==> config.mk <==
export PLATFORM = sky130hd
export DESIGN_NAME = noise_estimation
export DESIGN_NICKNAME = d
export VERILOG_FILES = /design/src/common/noise_pkg.sv /design/src/verilog/pixel_ingress.sv /design/src/verilog/block_mean_unit.sv /design/src/verilog/sample_delay_line.sv /design/src/verilog/block_variance_unit.sv /design/src/verilog/frame_noise_average.sv /design/src/noise_estimation/noise_control.sv /design/src/noise_estimation/noise_estimation.sv
export VERILOG_INCLUDE_DIRS = /design/src /design/src/common
export SDC_FILE = /design/constraint.sdc
export NUM_CORES = 1
export LEC_CHECK = 0
export ABC_AREA = 1
export BUFFER_PORTS_ARGS = -buffer_cell sky130_fd_sc_hd__buf_4
export CORE_UTILIZATION = 25
export CTS_CLUSTER_SIZE = 40
export DETAILED_ROUTE_END_ITERATION = 8
export GPL_TIMING_DRIVEN = 0
export MAX_ROUTING_LAYER = met4
export PLACE_DENSITY_LB_ADDON = 0.05
export SYNTH_ARGS = -nofsm -noshare
export SYNTH_HDL_FRONTEND = slang
export SYNTH_SLANG_ARGS = --single-unit
==> constraint.sdc <==
create_clock -name clk -period 8.9 [get_ports clk]
set_clock_uncertainty 0.15 [all_clocks]
set_input_delay 1.78 -clock clk [delete_from_list [all_inputs] [get_ports clk]]
set_output_delay 1.78 -clock clk [all_outputs]
set_load 0.01 [all_outputs]
==> src/common/noise_config.svh <==
`ifndef NOISE_CONFIG_SVH
`define NOISE_CONFIG_SVH

// pixel width in bits
`define NE_DATA_WIDTH 8

// block size, kept a power of two so the mean is a plain shift
`define NE_LOG2_SAMPLES 4
`define NE_SAMPLES (1 << `NE_LOG2_SAMPLES)

// depth of the ingress buffer, same as the credits the source starts with
`define NE_CREDITS 4

`endif

==> src/common/noise_pkg.sv <==
`include "noise_config.svh"

package noise_pkg;

	typedef logic [`NE_DATA_WIDTH-1:0]     pixel_t;
	typedef logic [2*`NE_DATA_WIDTH-1:0]   stat_t; // mean, variance, noise
	typedef logic [2*`NE_DATA_WIDTH+7:0]   acc_t;  // headroom for block and frame sums

	// one beat on the pixel input
	typedef struct packed {
		logic   frame_first; // first pixel of a frame
		pixel_t pixel;
	} pixel_beat_t;

	// one entry of the replay delay line
	typedef struct packed {
		logic   valid;
		pixel_t pixel;
	} delay_tap_t;

	typedef enum logic [1:0] {
		IDLE   = 2'd0,
		STREAM = 2'd1,
		FLUSH  = 2'd2
	} ctrl_state_t;

endpackage

==> src/verilog/pixel_ingress.sv <==
`timescale 1ns/10ps
`include "noise_config.svh"

module pixel_ingress import noise_pkg::*; (
	input  logic        clk,
	input  logic        reset,
	input  pixel_beat_t in_beat,
	input  logic        in_valid,
	input  logic        pop,
	output pixel_beat_t head,
	output logic        buf_valid,
	output logic        credit_return
);
	localparam int DEPTH = `NE_CREDITS;
	localparam int PTR_W = (DEPTH > 1) ? $clog2(DEPTH) : 1;

	pixel_beat_t      mem [DEPTH];
	logic [PTR_W-1:0] wr_ptr, rd_ptr;
	logic [PTR_W:0]   count;

	function automatic logic [PTR_W-1:0] next_ptr(input logic [PTR_W-1:0] ptr);
		next_ptr = (ptr == PTR_W'(DEPTH - 1)) ? '0 : ptr + 1'b1;
	endfunction

	assign head      = mem[rd_ptr];
	assign buf_valid = (count != '0);

	always_ff @(posedge clk) begin
		if (in_valid)
			mem[wr_ptr] <= in_beat;
	end

	always_ff @(posedge clk) begin
		if (reset) begin
			wr_ptr        <= '0;
			rd_ptr        <= '0;
			count         <= '0;
			credit_return <= 1'b0;
		end else begin
			if (in_valid)
				wr_ptr <= next_ptr(wr_ptr);
			if (pop)
				rd_ptr <= next_ptr(rd_ptr);
			credit_return <= pop; // one credit back per popped beat
			case ({in_valid, pop})
				2'b10:   count <= count + 1'b1;
				2'b01:   count <= count - 1'b1;
				default: count <= count;
			endcase
		end
	end

endmodule

==> src/verilog/block_mean_unit.sv <==
`timescale 1ns/10ps
`include "noise_config.svh"

module block_mean_unit import noise_pkg::*; (
	input  logic   clk,
	input  logic   reset,
	input  pixel_t pixel,
	input  logic   pop,
	output stat_t  mean,
	output logic   mean_valid
);
	logic [`NE_LOG2_SAMPLES-1:0] cnt;
	acc_t                        sum;
	acc_t                        sum_next;

	assign sum_next = sum + acc_t'(pixel);

	always_ff @(posedge clk) begin
		if (reset) begin
			cnt        <= '0;
			sum        <= '0;
			mean_valid <= 1'b0;
		end else begin
			mean_valid <= 1'b0;
			if (pop) begin
				cnt <= cnt + 1'b1;
				if (cnt == '1) begin
					sum        <= '0;
					mean_valid <= 1'b1;
				end else begin
					sum <= sum_next;
				end
			end
		end
	end

	// floor of sum / NE_SAMPLES
	always_ff @(posedge clk) begin
		if (pop && cnt == '1)
			mean <= stat_t'(sum_next >> `NE_LOG2_SAMPLES);
	end

endmodule

==> src/verilog/sample_delay_line.sv <==
`timescale 1ns/10ps
`include "noise_config.svh"

module sample_delay_line import noise_pkg::*; (
	input  logic       clk,
	input  logic       reset,
	input  delay_tap_t tap_in,
	input  logic       shift,
	output delay_tap_t tap_out
);
	delay_tap_t taps [`NE_SAMPLES];

	// oldest entry, consumed on the shift that pushes it out
	assign tap_out = taps[`NE_SAMPLES-1];

	always_ff @(posedge clk) begin
		if (reset) begin
			for (int i = 0; i < `NE_SAMPLES; i++)
				taps[i] <= '0;
		end else if (shift) begin
			taps[0] <= tap_in;
			for (int i = 1; i < `NE_SAMPLES; i++)
				taps[i] <= taps[i-1];
		end
	end

endmodule

==> src/verilog/block_variance_unit.sv <==
`timescale 1ns/10ps
`include "noise_config.svh"

module block_variance_unit import noise_pkg::*; (
	input  logic       clk,
	input  logic       reset,
	input  delay_tap_t tap,
	input  logic       shift,
	input  stat_t      mean,
	input  logic       mean_valid,
	output stat_t      variance,
	output logic       var_valid
);
	localparam int W = `NE_DATA_WIDTH;

	stat_t                       mean_q;
	stat_t                       mean_cur;
	logic signed [W:0]           diff;
	logic signed [2*W+1:0]       sq;
	logic [`NE_LOG2_SAMPLES-1:0] cnt;
	acc_t                        acc;
	acc_t                        acc_next;
	logic                        take;

	// first tap of a block may arrive together with its mean
	assign mean_cur = mean_valid ? mean : mean_q;

	assign diff     = $signed({1'b0, tap.pixel}) - $signed({1'b0, mean_cur[W-1:0]});
	assign sq       = diff * diff;
	assign acc_next = acc + acc_t'(sq);
	assign take     = shift && tap.valid;

	always_ff @(posedge clk) begin
		if (mean_valid)
			mean_q <= mean;
	end

	always_ff @(posedge clk) begin
		if (reset) begin
			cnt       <= '0;
			acc       <= '0;
			var_valid <= 1'b0;
		end else begin
			var_valid <= 1'b0;
			if (take) begin
				cnt <= cnt + 1'b1;
				if (cnt == '1) begin
					acc       <= '0;
					var_valid <= 1'b1;
				end else begin
					acc <= acc_next;
				end
			end
		end
	end

	always_ff @(posedge clk) begin
		if (take && cnt == '1)
			variance <= stat_t'(acc_next >> `NE_LOG2_SAMPLES); // floor of mean square
	end

endmodule

==> src/verilog/frame_noise_average.sv <==
`timescale 1ns/10ps

module frame_noise_average import noise_pkg::*; (
	input  logic       clk,
	input  logic       reset,
	input  stat_t      variance,
	input  logic       var_valid,
	input  logic       frame_end,
	input  logic [2:0] frame_log2_blocks,
	output stat_t      noise,
	output logic       noise_valid
);
	acc_t sum;
	acc_t total;
	logic pending;   // frame closed, waiting for its last variance
	logic close;

	assign total = sum + acc_t'(variance);
	assign close = var_valid && pending;

	always_ff @(posedge clk) begin
		if (reset) begin
			sum         <= '0;
			pending     <= 1'b0;
			noise_valid <= 1'b0;
		end else begin
			noise_valid <= close;
			if (frame_end)
				pending <= 1'b1;
			if (close) begin
				sum     <= '0;
				pending <= 1'b0;
			end else if (var_valid) begin
				sum <= total;
			end
		end
	end

	always_ff @(posedge clk) begin
		if (close)
			noise <= stat_t'(total >> frame_log2_blocks);
	end

endmodule

==> src/noise_estimation/noise_control.sv <==
`timescale 1ns/10ps
`include "noise_config.svh"

module noise_control import noise_pkg::*; (
	input  logic       clk,
	input  logic       reset,
	input  logic       head_first,
	input  logic       buf_valid,
	input  logic [2:0] frame_log2_blocks,
	output logic       pop,
	output logic       shift,
	output logic       frame_end
);
	ctrl_state_t                 state;
	logic [`NE_LOG2_SAMPLES-1:0] pix_cnt;   // pixel within block
	logic [`NE_LOG2_SAMPLES-1:0] flush_cnt;
	logic [6:0]                  blk_cnt;   // block within frame
	logic [`NE_LOG2_SAMPLES-1:0] pix_idx;
	logic [6:0]                  blk_idx;
	logic [7:0]                  blocks;
	logic                        block_last, frame_last, flush_done;

	// no pops while the last block of the frame is replayed
	assign pop   = buf_valid && (state != FLUSH);
	assign shift = pop || (state == FLUSH);

	// a frame_first beat starts both counts over
	assign pix_idx = head_first ? '0 : pix_cnt;
	assign blk_idx = head_first ? '0 : blk_cnt;

	assign blocks     = 8'd1 << frame_log2_blocks;
	assign block_last = (pix_idx == '1);
	assign frame_last = pop && block_last && ({1'b0, blk_idx} == blocks - 8'd1);
	assign flush_done = (flush_cnt == '1);

	// raised on the last flush cycle, so the next var_valid closes the frame
	assign frame_end = (state == FLUSH) && flush_done;

	always_ff @(posedge clk) begin
		if (reset) begin
			state     <= IDLE;
			pix_cnt   <= '0;
			blk_cnt   <= '0;
			flush_cnt <= '0;
		end else begin
			case (state)
				IDLE, STREAM: begin
					if (pop) begin
						pix_cnt   <= pix_idx + 1'b1; // wraps at block end
						flush_cnt <= '0;
						if (block_last)
							blk_cnt <= frame_last ? '0 : blk_idx + 1'b1;
						else
							blk_cnt <= blk_idx;
						state <= frame_last ? FLUSH : STREAM;
					end
				end
				FLUSH: begin
					flush_cnt <= flush_cnt + 1'b1;
					if (flush_done)
						state <= STREAM;
				end
				default: state <= IDLE;
			endcase
		end
	end

endmodule

==> src/noise_estimation/noise_estimation.sv <==
`timescale 1ns/10ps

module noise_estimation import noise_pkg::*; (
	input  logic        clk,
	input  logic        reset,
	input  pixel_beat_t in_beat,
	input  logic        in_valid,
	input  logic [2:0]  frame_log2_blocks,
	output logic        credit_return,
	output stat_t       noise,
	output logic        noise_valid
);
	pixel_beat_t head;
	logic        buf_valid;
	logic        pop, shift, frame_end;
	delay_tap_t  tap_in, tap_out;
	stat_t       mean, variance;
	logic        mean_valid, var_valid;

	// a popped pixel enters the delay line as a valid tap, flush shifts carry bubbles
	assign tap_in.valid = pop;
	assign tap_in.pixel = head.pixel;

	pixel_ingress pixel_ingress_i (
		.clk           (clk),
		.reset         (reset),
		.in_beat       (in_beat),
		.in_valid      (in_valid),
		.pop           (pop),
		.head          (head),
		.buf_valid     (buf_valid),
		.credit_return (credit_return)
	);

	noise_control noise_control_i (
		.clk               (clk),
		.reset             (reset),
		.head_first        (head.frame_first),
		.buf_valid         (buf_valid),
		.frame_log2_blocks (frame_log2_blocks),
		.pop               (pop),
		.shift             (shift),
		.frame_end         (frame_end)
	);

	block_mean_unit block_mean_unit_i (
		.clk        (clk),
		.reset      (reset),
		.pixel      (head.pixel),
		.pop        (pop),
		.mean       (mean),
		.mean_valid (mean_valid)
	);

	sample_delay_line sample_delay_line_i (
		.clk     (clk),
		.reset   (reset),
		.tap_in  (tap_in),
		.shift   (shift),
		.tap_out (tap_out)
	);

	block_variance_unit block_variance_unit_i (
		.clk        (clk),
		.reset      (reset),
		.tap        (tap_out),
		.shift      (shift),
		.mean       (mean),
		.mean_valid (mean_valid),
		.variance   (variance),
		.var_valid  (var_valid)
	);

	frame_noise_average frame_noise_average_i (
		.clk               (clk),
		.reset             (reset),
		.variance          (variance),
		.var_valid         (var_valid),
		.frame_end         (frame_end),
		.frame_log2_blocks (frame_log2_blocks),
		.noise             (noise),
		.noise_valid       (noise_valid)
	);

endmodule

==> flow_summary.ini <==
[timing]
setup_tns_ps = 0
drv_slew = 0
finalCriticalPeriod_ps = 8290
fmax_ghz = 0.121
maxSlewHeadroom_pct = 37.4
final-setup-viol-count = 0
worstMarginPinSlew_ps = 938
hold_viol_final = 0
post-route-period-util_pct = 93.1

[drt]
drc = 0
wl_microns = 48300
wl_per_cell_microns = 14.0
drt_iter0_markers = 701
via_per_inst = 4.18
drtAntennaViolNets = 0
num_vias = 14400
dr.pass1.iters = 5

[yosys]
ys_async_sr_fraction_pct = 0
yosysUniqueCellTypes = 57
synth-edff-count = 220
syn_area_sq_um = 19300
syn_area_per_cell_sq_um = 8.36
yosysWarnings = 0
ys_ff_latch = 322
syn-num-nets = 2491
synthCells = 2308
synth_ff_type = edfxtp_1
ys_seq_area_share_pct = 44.8

[global_route]
antenna_found_initial = 0
grt_usage_pct = 12.9
grt_start_max_net_pins = 64
grt_pass1_wl_microns = 77500
grt_pass1_vias = 14400
overflow = 0

[die]
ioPinCount = 33
rows = 101
die-width_microns = 280
initial_core_util_pct = 25.3
core_area_sq_um = 76100
die_h_microns = 280
dieArea_sq_um = 78300

[worst_setup_path]
path_common_cell = inv_1
cp-end-kind = flop
slowest_delay_ps = 580
r2r-start = block_mean_unit_i.mean_valid
cp_max_fo = 8
cp-start-kind = flop
worstSetupPathType = flop to flop
crit_path_start = block_mean_unit_i.mean_valid
slowest_stage = fa_1
worst_ep_arrival_time_ps = 8460
crit_required_ps = 9070

[placement]
portBuffers = 30
gp_congestion = 0.841
place_hpwl_microns = 36600
place_inst = 3370

[run_status]
status = complete, no violations

[clocking]
clock_path_buffers = 3
insertion_delay_ps = 570
cts_buffers = 41
cts.htree.levels = 2
cts.sinks = 322
cts_hold_buf = 0
cts_tree = done
path_clk_slew_ps = 60
clockRootBuffer = clkbuf_16

[min_path]
hold_path_class = flop to flop
hp-start = frame_noise_average_i.pending

[layout]
layout.nets = 2574
fill_cells = 8217
area_delta_synth_final_pct = 16.3
fin_cells = 3454
final_layout_size_suffix_gt1_share_pct = 8.21
fin_util_pct = 29.5
diodes = 0

[job]
maxCapViolCount = 0
[critical path, delay by kind of cell, from the launching register on]
family          cells  cell delay, ps
fa+ha+maj           9            3760
xor+xnor            1             160
mux                 1             400
compound gates      4             610
simple gates       16            2110
flops               1             400
buf+inv             7             430
[final cells by class]
class                      count  area (sq um)  area share [%]
inverter                     466          1770            7.88
tap                         1030          1290            5.75
timing repair buffer          40           340            1.52
sequential                   322          8650            38.6
clock buffer                  56          1130            5.05
buffer                        54           253            1.13
multi-input combinational   1466          8720            38.9
clock inverter                20           269            1.20
[cells by family after synthesis]
family	after synthesis	synth area share [%]
adders and majority gates	168	13.2
DFF	322	44.8
AOI/OAI and AO/OA	244	6.86
muxes	2	0.110
and+or+nand+nor	999	22.1
buffers and inverters	520	10.4
xor gates and xnor gates	53	2.48
[registers in the layout, summed over array words and instances (netlist names), 3 cells and up, named ones only]
name / flops
block_mean_unit_i.cnt: 4
pixel_ingress_i.count: 3
frame_noise_average_i.noise: 16
frame_noise_average_i.sum: 23
noise_control_i.blk_cnt: 7
block_variance_unit_i.cnt: 4
block_variance_unit_i.acc: 20
block_variance_unit_i.mean_q: 8
sample_delay_line_i.taps: 144
block_variance_unit_i.variance: 16
block_mean_unit_i.mean: 8
noise_control_i.flush_cnt: 4
noise_control_i.pix_cnt: 4
block_mean_unit_i.sum: 12
pixel_ingress_i.mem: 36
[layer usage]
| metal | part of all wire, % | GRT usage, % |
|---|---|---|
| met1 | 48 | 16.9 |
| met2 | 46 | 20.8 |
| met3 | 3.7 | 2.14 |
| met4 | 1.9 | 3.22 |
| met5 | 0 | - |
[per-stage QoR]
step	setup WS [ps]	cell area, sq um	hold WS [ps]
finish	612	22400	300
global route	-8.41	22400	327
CTS	45.7	22300	302
detailed placement	-274	20900	293
global placement	-243	20800	293
floorplan	1270	19300	280
[synthesized netlist by cell type (all sizes together), types with 10 or more instances]
cell / n / share of area (%)
a21oi: 121 / 3.2
and2: 10 / 0.35
buf: 26 / 0.73
clkbuf: 28 / 0.54
dfxtp: 102 / 11
edfxtp: 220 / 34
fa: 60 / 6.2
ha: 108 / 7.0
inv: 460 / 9.0
nand2: 476 / 9.6
nand3: 151 / 4.1
nand4: 20 / 0.65
nor2: 318 / 6.6
nor3: 11 / 0.34
o211ai: 12 / 0.47
o21ai: 89 / 2.3
xnor2: 16 / 0.73
xor2: 37 / 1.8
[cell usage in the layout, fill, tap and decap left out, drive strengths merged, types with 2 or more instances in the layout]
| master | n |
|---|---|
| nand2 | 476 |
| inv | 461 |
| nor2 | 318 |
| edfxtp | 220 |
| nand3 | 151 |
| a21oi | 121 |
| ha | 108 |
| dfxtp | 102 |
| o21ai | 89 |
| clkbuf | 83 |
| buf | 67 |
| fa | 60 |
| xor2 | 37 |
| nand4 | 20 |
| clkinv | 19 |
| xnor2 | 16 |
| o211ai | 12 |
| nor3 | 11 |
| and2 | 10 |
| nand3b | 6 |
| or2 | 6 |
| a21o | 5 |
| bufinv | 5 |
| a21boi | 3 |
| a211oi | 3 |
| a31oi | 2 |
| o21bai | 2 |
| a221oi | 2 |
[path summary, 6_finish.rpt]
| check | cells past startpoint | slack [ps] | end |
|---|---|---|---|
| hold / removal | 2 | 300 | frame_noise_average_i.pending |
| hold reg to reg | 2 | 300 | frame_noise_average_i.pending |
| setup reg to reg | 38 | 610 | block_variance_unit_i.variance[15] |
| setup / recovery | 38 | 610 | block_variance_unit_i.variance[15] |
[timing repair]
action	4_1_cts	5_1_grt
buffers inserted	0	8
pin swaps	0	3
endpoints found under the setup margin	6	11
resized for setup	8	31
Power is not shown: default switching activity piles up to over one toggle a cycle in this logic, so the estimate is an artifact.
